File: src/mem_align_pkg.sv
`default_nettype none

package mem_align_pkg;

    localparam int LINE_BYTES       = 16;
    localparam int LINE_OFFSET_BITS = 4;
    localparam int TLB_ENTRIES      = 8;
    localparam int PAGE_OFFSET_BITS = 12;

    localparam logic [1:0] FAULT_NONE = 2'd0;
    localparam logic [1:0] FAULT_MISS = 2'd1;
    localparam logic [1:0] FAULT_PROT = 2'd2;

    typedef logic [31:0]  vaddr_t;
    typedef logic [31:0]  paddr_t;
    typedef logic [19:0]  vpn_t;
    typedef logic [19:0]  pfn_t;
    typedef logic [3:0]   line_offset_t;
    typedef logic [15:0]  byte_mask_t;
    typedef logic [127:0] line_data_t;
    typedef logic [63:0]  store_data_t;
    // 0..3 select 1, 2, 4 or 8 bytes
    typedef logic [1:0]   size_code_t;
    typedef logic [2:0]   tlb_index_t;

    typedef struct packed {
        logic        valid;
        vaddr_t      vaddr;
        size_code_t  size;
        logic        read;
        logic        write;
        logic        from_bus;
        store_data_t data;
    } mem_req_t;

    typedef struct packed {
        logic valid;
        logic writable;
        logic uncached;
        vpn_t vpn;
        pfn_t pfn;
    } tlb_entry_t;

    typedef struct packed {
        logic hit;
        logic writable;
        logic uncached;
        pfn_t pfn;
    } tlb_result_t;

    typedef struct packed {
        paddr_t     line_addr;
        byte_mask_t mask;
        line_data_t data;
        logic       write;
        logic       uncached;
        logic       from_bus;
    } cache_part_t;

    typedef struct packed {
        vaddr_t     part0_addr;
        vaddr_t     part1_addr;
        byte_mask_t mask0;
        byte_mask_t mask1;
        line_data_t data0;
        line_data_t data1;
        logic       need_part1;
    } split_t;

    typedef enum logic [1:0] {
        IDLE,
        PART0,
        PART1
    } seq_state_t;

endpackage

`default_nettype wire

File: src/fill_pointer.sv
`timescale 1ns/1ps
`default_nettype none

module fill_pointer (
    input  wire                                     clk,
    input  wire                                     reset,
    input  wire [mem_align_pkg::TLB_ENTRIES-1:0]    occupied,
    input  wire                                     advance,
    output mem_align_pkg::tlb_index_t               slot
);

    mem_align_pkg::tlb_index_t rr_q;
    mem_align_pkg::tlb_index_t free_slot;
    logic                      any_free;

    assign any_free = ~&occupied;

    // Lowest free slot, scanned from the top so slot 0 wins
    always_comb begin
        free_slot = '0;
        for (int i = mem_align_pkg::TLB_ENTRIES - 1; i >= 0; i--) begin
            if (!occupied[i]) begin
                free_slot = mem_align_pkg::tlb_index_t'(i);
            end
        end
    end

    always_ff @(posedge clk) begin
        if (reset) begin
            rr_q <= '0;
        end else if (advance && !any_free) begin
            rr_q <= rr_q + 3'd1;
        end
    end

    assign slot = any_free ? free_slot : rr_q;

endmodule

`default_nettype wire

File: src/tlb_lookup.sv
`timescale 1ns/1ps
`default_nettype none

module tlb_lookup (
    input  wire                                     clk,
    input  wire                                     reset,
    input  wire mem_align_pkg::vpn_t                vpn0,
    input  wire mem_align_pkg::vpn_t                vpn1,
    input  wire                                     fill_valid,
    input  wire mem_align_pkg::tlb_entry_t          fill_entry,
    input  wire                                     flush,
    output mem_align_pkg::tlb_result_t              result0,
    output mem_align_pkg::tlb_result_t              result1,
    output logic [mem_align_pkg::TLB_ENTRIES-1:0]   occupied
);

    mem_align_pkg::tlb_entry_t          entries [mem_align_pkg::TLB_ENTRIES];
    logic [mem_align_pkg::TLB_ENTRIES-1:0] valid_q;
    mem_align_pkg::tlb_index_t          fill_slot;

    fill_pointer u_fill_pointer (
        .clk      (clk),
        .reset    (reset),
        .occupied (valid_q),
        .advance  (fill_valid),
        .slot     (fill_slot)
    );

    // Parallel compare against every valid entry
    function automatic mem_align_pkg::tlb_result_t lookup(input mem_align_pkg::vpn_t vpn);
        mem_align_pkg::tlb_result_t res;
        res = '0;
        for (int i = 0; i < mem_align_pkg::TLB_ENTRIES; i++) begin
            if (valid_q[i] && entries[i].vpn == vpn) begin
                res.hit      = 1'b1;
                res.writable = entries[i].writable;
                res.uncached = entries[i].uncached;
                res.pfn      = entries[i].pfn;
            end
        end
        return res;
    endfunction

    always_comb begin
        result0 = lookup(vpn0);
        result1 = lookup(vpn1);
    end

    always_ff @(posedge clk) begin
        if (reset || flush) begin
            valid_q <= '0;
        end else if (fill_valid) begin
            valid_q[fill_slot] <= fill_entry.valid;
        end
    end

    // Tag and frame storage
    always_ff @(posedge clk) begin
        if (fill_valid) begin
            entries[fill_slot] <= fill_entry;
        end
    end

    assign occupied = valid_q;

endmodule

`default_nettype wire

File: src/access_splitter.sv
`timescale 1ns/1ps
`default_nettype none

module access_splitter (
    input  wire mem_align_pkg::mem_req_t req,
    output mem_align_pkg::split_t        split
);

    mem_align_pkg::line_offset_t      offset;
    logic [3:0]                       bytes;
    logic [4:0]                       end_pos;
    mem_align_pkg::byte_mask_t [1:0]  span_mask;
    mem_align_pkg::line_data_t [1:0]  lanes;
    logic [31-mem_align_pkg::LINE_OFFSET_BITS:0] next_line;

    assign offset = req.vaddr[mem_align_pkg::LINE_OFFSET_BITS-1:0];

    // Size code to byte count
    always_comb begin
        case (req.size)
            2'd0:    bytes = 4'd1;
            2'd1:    bytes = 4'd2;
            2'd2:    bytes = 4'd4;
            default: bytes = 4'd8;
        endcase
    end

    // One past the last byte, may run into the next line
    assign end_pos = {1'b0, offset} + {1'b0, bytes};

    // Byte enables over this line and the following one
    always_comb begin
        for (int i = 0; i < 2 * mem_align_pkg::LINE_BYTES; i++) begin
            span_mask[i / mem_align_pkg::LINE_BYTES][i % mem_align_pkg::LINE_BYTES] =
                (i >= int'(offset)) && (i < int'(end_pos));
        end
    end

    // Byte barrel shift, one stage per offset bit
    always_comb begin
        lanes[1] = '0;
        lanes[0] = mem_align_pkg::line_data_t'(req.data);
        for (int k = 0; k < mem_align_pkg::LINE_OFFSET_BITS; k++) begin
            if (offset[k]) begin
                lanes = lanes << (8 * (1 << k));
            end
        end
    end

    assign next_line = req.vaddr[31:mem_align_pkg::LINE_OFFSET_BITS] + 1'b1;

    always_comb begin
        split.part0_addr = {req.vaddr[31:mem_align_pkg::LINE_OFFSET_BITS],
                            mem_align_pkg::line_offset_t'(0)};
        split.part1_addr = {next_line, mem_align_pkg::line_offset_t'(0)};
        split.mask0      = span_mask[0];
        split.mask1      = span_mask[1];
        // Upper half holds the bytes that spill past the line end
        split.data0      = lanes[0];
        split.data1      = lanes[1];
        split.need_part1 = int'(end_pos) > mem_align_pkg::LINE_BYTES;
    end

endmodule

`default_nettype wire

File: src/access_sequencer.sv
`timescale 1ns/1ps
`default_nettype none

module access_sequencer (
    input  wire                                 clk,
    input  wire                                 reset,
    input  wire mem_align_pkg::mem_req_t        req,
    input  wire mem_align_pkg::split_t          split,
    input  wire mem_align_pkg::tlb_result_t     result0,
    input  wire mem_align_pkg::tlb_result_t     result1,
    output mem_align_pkg::mem_req_t             held_req,
    output logic                                busy,
    output logic                                cache_valid,
    output mem_align_pkg::cache_part_t          cache_part,
    output logic                                done,
    output logic                                fault,
    output logic [1:0]                          fault_code
);

    mem_align_pkg::seq_state_t state_q;
    mem_align_pkg::seq_state_t state_d;
    logic                      miss;
    logic                      prot;
    logic                      bad;
    logic                      in_part0;
    logic                      in_part1;

    // Frame number plus in-page line bits
    function automatic mem_align_pkg::paddr_t phys_line(input mem_align_pkg::pfn_t pfn,
                                                        input mem_align_pkg::vaddr_t va);
        return {pfn, va[mem_align_pkg::PAGE_OFFSET_BITS-1:mem_align_pkg::LINE_OFFSET_BITS],
                mem_align_pkg::line_offset_t'(0)};
    endfunction

    assign in_part0 = state_q == mem_align_pkg::PART0;
    assign in_part1 = state_q == mem_align_pkg::PART1;

    // Both halves are checked before anything goes out
    assign miss = !result0.hit || (split.need_part1 && !result1.hit);
    assign prot = held_req.write &&
                  ((result0.hit && !result0.writable) ||
                   (split.need_part1 && result1.hit && !result1.writable));
    assign bad  = miss || prot;

    assign busy        = state_q != mem_align_pkg::IDLE;
    assign fault       = in_part0 && bad;
    assign fault_code  = !fault ? mem_align_pkg::FAULT_NONE :
                         miss   ? mem_align_pkg::FAULT_MISS : mem_align_pkg::FAULT_PROT;
    assign cache_valid = (in_part0 && !bad) || in_part1;
    assign done        = (in_part0 && !bad && !split.need_part1) || in_part1;

    always_comb begin
        cache_part.write    = held_req.write;
        cache_part.from_bus = held_req.from_bus;
        if (in_part1) begin
            cache_part.line_addr = phys_line(result1.pfn, split.part1_addr);
            cache_part.mask      = split.mask1;
            cache_part.data      = split.data1;
            cache_part.uncached  = result1.uncached;
        end else begin
            cache_part.line_addr = phys_line(result0.pfn, split.part0_addr);
            cache_part.mask      = split.mask0;
            cache_part.data      = split.data0;
            cache_part.uncached  = result0.uncached;
        end
    end

    always_comb begin
        state_d = state_q;
        case (state_q)
            mem_align_pkg::IDLE:  if (req.valid) state_d = mem_align_pkg::PART0;
            mem_align_pkg::PART0: state_d = (!bad && split.need_part1) ? mem_align_pkg::PART1
                                                                        : mem_align_pkg::IDLE;
            default:              state_d = mem_align_pkg::IDLE;
        endcase
    end

    always_ff @(posedge clk) begin
        if (reset) begin
            state_q <= mem_align_pkg::IDLE;
        end else begin
            state_q <= state_d;
        end
    end

    // Requests only land while idle
    always_ff @(posedge clk) begin
        if (!busy && req.valid) begin
            held_req <= req;
        end
    end

endmodule

`default_nettype wire

File: src/mem_align_top.sv
`timescale 1ns/1ps
`default_nettype none

module mem_align_top (
    input  wire                                 clk,
    input  wire                                 reset,
    input  wire mem_align_pkg::mem_req_t        req,
    output wire                                 busy,
    input  wire                                 fill_valid,
    input  wire mem_align_pkg::tlb_entry_t      fill_entry,
    input  wire                                 flush,
    output wire                                 cache_valid,
    output wire mem_align_pkg::cache_part_t     cache_part,
    output wire                                 done,
    output wire                                 fault,
    output wire [1:0]                           fault_code
);

    wire mem_align_pkg::mem_req_t    held_req;
    wire mem_align_pkg::split_t      split;
    wire mem_align_pkg::tlb_result_t result0;
    wire mem_align_pkg::tlb_result_t result1;

    access_sequencer u_access_sequencer (
        .clk         (clk),
        .reset       (reset),
        .req         (req),
        .split       (split),
        .result0     (result0),
        .result1     (result1),
        .held_req    (held_req),
        .busy        (busy),
        .cache_valid (cache_valid),
        .cache_part  (cache_part),
        .done        (done),
        .fault       (fault),
        .fault_code  (fault_code)
    );

    access_splitter u_access_splitter (
        .req   (held_req),
        .split (split)
    );

    // Each part translated on its own page
    tlb_lookup u_tlb_lookup (
        .clk        (clk),
        .reset      (reset),
        .vpn0       (split.part0_addr[31:mem_align_pkg::PAGE_OFFSET_BITS]),
        .vpn1       (split.part1_addr[31:mem_align_pkg::PAGE_OFFSET_BITS]),
        .fill_valid (fill_valid),
        .fill_entry (fill_entry),
        .flush      (flush),
        .result0    (result0),
        .result1    (result1),
        .occupied   ()
    );

endmodule

`default_nettype wire

File: config.mk
export PLATFORM = sky130hd
export DESIGN_NAME = mem_align_top
export DESIGN_NICKNAME = d
export VERILOG_FILES = /design/src/mem_align_pkg.sv /design/src/fill_pointer.sv /design/src/tlb_lookup.sv /design/src/access_splitter.sv /design/src/access_sequencer.sv /design/src/mem_align_top.sv
export SDC_FILE = /design/constraint.sdc
export NUM_CORES = 1
export LEC_CHECK = 0
export BUFFER_PORTS_ARGS = -buffer_cell sky130_fd_sc_hd__buf_2
export CAP_MARGIN = 5
export CORE_ASPECT_RATIO = 0.7
export CORE_MARGIN = 5
export CORE_UTILIZATION = 45
export CTS_BUF_LIST = sky130_fd_sc_hd__clkbuf_8 sky130_fd_sc_hd__clkbuf_16
export DETAILED_ROUTE_END_ITERATION = 7
export HOLD_SLACK_MARGIN = 0.06
export PLACE_DENSITY = 0.68
export SETUP_SLACK_MARGIN = 0.2
export SKIP_LAST_GASP = 1
export SLEW_MARGIN = 20
export SYNTH_ARGS = -nofsm -noshare
export SYNTH_HDL_FRONTEND = slang
export SYNTH_HIERARCHICAL = 1
export SYNTH_SLANG_ARGS = --single-unit
export TNS_END_PERCENT = 1
File: constraint.sdc
create_clock -name clk -period 7.5 [get_ports clk]
set_input_delay 1.875 -clock clk [delete_from_list [all_inputs] [get_ports clk]]
set_output_delay 1.875 -clock clk [all_outputs]
set_load 0.05 [all_outputs]
==> impl_summary.txt <==
----------------------------------------------------
[Run status]
  Status ... finished clean

[GRT]
  Met3 usage ... 12.0%
  Final global-route overflow total ... 0
  Number of global-route vias before repair ... 21.6k
  Most used routing layer ... met1
  Initial antenna violation count ... 8
  M1 GR Usage ... 41.2%
  Tot GR Track Use ... 28.3%
  Maximum number of pins on one net before global-route repair ... 176
  Wire length of the first global-routing pass ... 148000 µm
  Global Route met2 Usage ... 38.9%

[Critical path]
  Max stage delay cell, worst path ... nor4_4
  Critical path arrival ... 5.46 ns
  Worst endpoint required time ... 5.62 ns
  Crit end category ... primary output
  CP startpoint kind ... flip-flop
  Cell-by-cell trace of the critical path ... nand4_2, nor4_4, nand3_1, xnor2_1, buf_4, xor2_1, nor4_1, nand4_1, nor4_4, mux2_2, o311ai_1, a31oi_1, nand2b_1, a21o_1, a21oi_1, buf_4, buf_2
  Worst setup path start ... u_access_sequencer/held_req[76]
  Critical path fanouts, max ... 8
  Critical path class ... flip-flop to primary output
  Startpoint of the most critical register-to-register path ... u_access_sequencer/held_req[76]
  Critical path's largest stage delay ... 0.55 ns

[Route]
  Drt wl/cell ... 25.4 µm
  Wirelength, routed ... 103000 µm
  Drt via density ... 5.90
  Via count ... 23.8k
  1st-pass router iterations ... 7
  DRC errors left ... 0
  Number of violations reported at the end of detailed-routing iteration 0 ... 3357
  Number of routed nets with antenna violations ... 0

[STA]
  Worst-case headroom to the max-slew limit ... 15.1%
  Total Negative Setup Slacks ... 0 ns
  Fmax achieved ... 0.136 GHz
  Tcrit/Tclk final ... 97.8%
  Period minus WS final ... 7.33 ns
  Number of setup violations in the final report ... 0
  Worst Skew ... 0.0240 ns
  Unrepaired setup endpoints after global routing ... yes
  Slew at the pin closest to its max-slew limit ... 1.27 ns
  Slew Viols, Final ... 0
  Number of failing hold endpoints at the final stage ... 0

[Power and ir drop]
  Switching fraction of total power ... 29.8%
  Power spent charging and discharging nets ... 1890 µW
  Peak ir drop on the vdd network ... 0.181 mV
  Combinational share of power ... 17.5%
  Part of the power in the clock network ... 37.4%
  Cell-internal power ... 4450 µW
  Leakage ... 0.0132 µW
  Cell Pwr Density ... 197 nW/µm²
  Seq pwr share ... 45.1%

[Placed design]
  Final HPWL from detailed placement ... 69300 µm
  Count of buffers inserted at the top-level ports ... 328
  Gpl congestion ... 1.03

[Floorplan]
  IO Count ... 334
  Width of the die ... 312 µm
  Height of the die ... 221 µm
  Die footprint ... 68900 µm²
  Starting Density ... 45.4%
  FP Rows ... 77
  Core area ... 63100 µm²

[Clocking]
  Worst-path clk slew ... 0.06 ns
  Max clock buf depth ... 3
  Post-CTS Setup Repair Bufs ... 0
  Master cell of the clock root buffer ... clkbuf_16
  Clock tree from TritonCTS ... done
  Count of H-tree levels built during CTS ... 2
  Clock latency of the later-clocked register in the worst-skew pair ... 0.61 ns
  Count of cells resized by post-cts repair ... 1
  Number of sinks driven by the clock tree ... 449
  Number of hold-repair buffers added at the cts stage ... 0
  Number of CTS-inserted buffers ... 47

[Layout]
  Nets ... 3322
  Layout-stage area growth over the synthesis result ... 12.1%
  Storage element area ... 13400 µm²
  Area of combinational cells with multiple inputs ... 13300 µm²
  Share of the core filled with cells in the final layout ... 50.9%
  Number of filler cells placed in the layout ... 5721
  Share of final-layout standard cells stronger than drive strength 1 ... 19.4%

[Logic synthesis]
  Synth warn ... 6
  Mean post-synth cell area ... 9.80 µm²
  Synthesized instance count ... 2926
  Netlist area before placement ... 28700 µm²

[Min path]
  Hold wc startpoint ... u_tlb_lookup/u_fill_pointer/rr_q[2]
  Worst hold path type ... flip-flop to flip-flop

[Job]
  Maxcap violations ... 0

----------------------------------------------------
-- layer usage --
layer,vias up,share of wire (%)
met2,1761,40
met5,-,0.0068
met4,2,2.9
met1,11200,41
li1,10600,-
met3,226,16
-- critical path, delay by kind of cell (launching register included) --
kind	cells	cell delay, ns
compound gates	4	0.69
xor+xnor	2	0.29
buf+inv	3	0.75
mux	1	0.38
simple gates	7	2.27
flops	1	0.45
-- final cells by class --
type	instances	share of cell area, %
timing repair buffer	429	7.69
tap	829	3.23
inverter	125	1.46
multi-input combinational	2114	41.3
clock buffer	47	3.66
clock inverter	37	1.12
sequential	449	41.6
antenna	4	0.0312
-- state kept, by name, indices dropped and copies added (netlist names) --
name / cells
u_tlb_lookup/entries: 336
u_tlb_lookup/u_fill_pointer/rr_q: 3
u_access_sequencer/cache_part: 2
u_access_sequencer/state_q: 2
u_access_sequencer/held_req: 98
u_tlb_lookup/occupied: 8
-- path summary, 6_finish.rpt --
| check | slack [ns] | endpoint | depth (start not counted) |
|---|---|---|---|
| setup / recovery | 0.17 | fault_code[1] | 17 |
| hold / removal | 0.53 | u_tlb_lookup/u_fill_pointer/rr_q[2] | 3 |
| setup reg to reg | 3.08 | u_access_sequencer/state_q[1] | 15 |
| hold reg to reg | 0.53 | u_tlb_lookup/u_fill_pointer/rr_q[2] | 3 |
-- per-stage QoR --
| step | std cells | power [µW] | hold WS [ns] | cell area [µm²] | worst slack [ns] |
|---|---|---|---|---|---|
| after floorplan | 3001 | 3690 | 0.489 | 29000 | 0.882 |
| after global placement | 3946 | 3980 | 0.506 | 30600 | 0.921 |
| after detailed placement | 3946 | 3990 | 0.518 | 30600 | 0.887 |
| after CTS | 4030 | 6360 | 0.533 | 32100 | 0.326 |
| after global routing | 4032 | 6550 | 0.575 | 32100 | 0.0831 |
| final | 4034 | 6340 | 0.530 | 32100 | 0.165 |
-- power groups by stage --
stage	clock [µW]	combinational [µW]	sequential, µW
2_1_floorplan	0	789	2900
3_3_place_gp	0	1070	2910
3_5_place_dp	0	1080	2910
4_1_cts	2420	1080	2860
5_1_grt	2520	1160	2860
6_report	2370	1110	2860
-- cells in the final DEF, fill, tap and decap left out, types with 53 or more instances in the layout --
cell,instances
buf_4,99
and3_1,83
nor2_1,142
buf_2,325
nand4_1,53
o21ai_0,91
a21oi_1,65
o22ai_1,79
inv_1,128
conb_1,77
xor2_1,130
mux2i_1,76
nand2_1,614
edfxtp_1,436
xnor2_1,218
No activity file was read; power rests on OpenSTA's default activity.
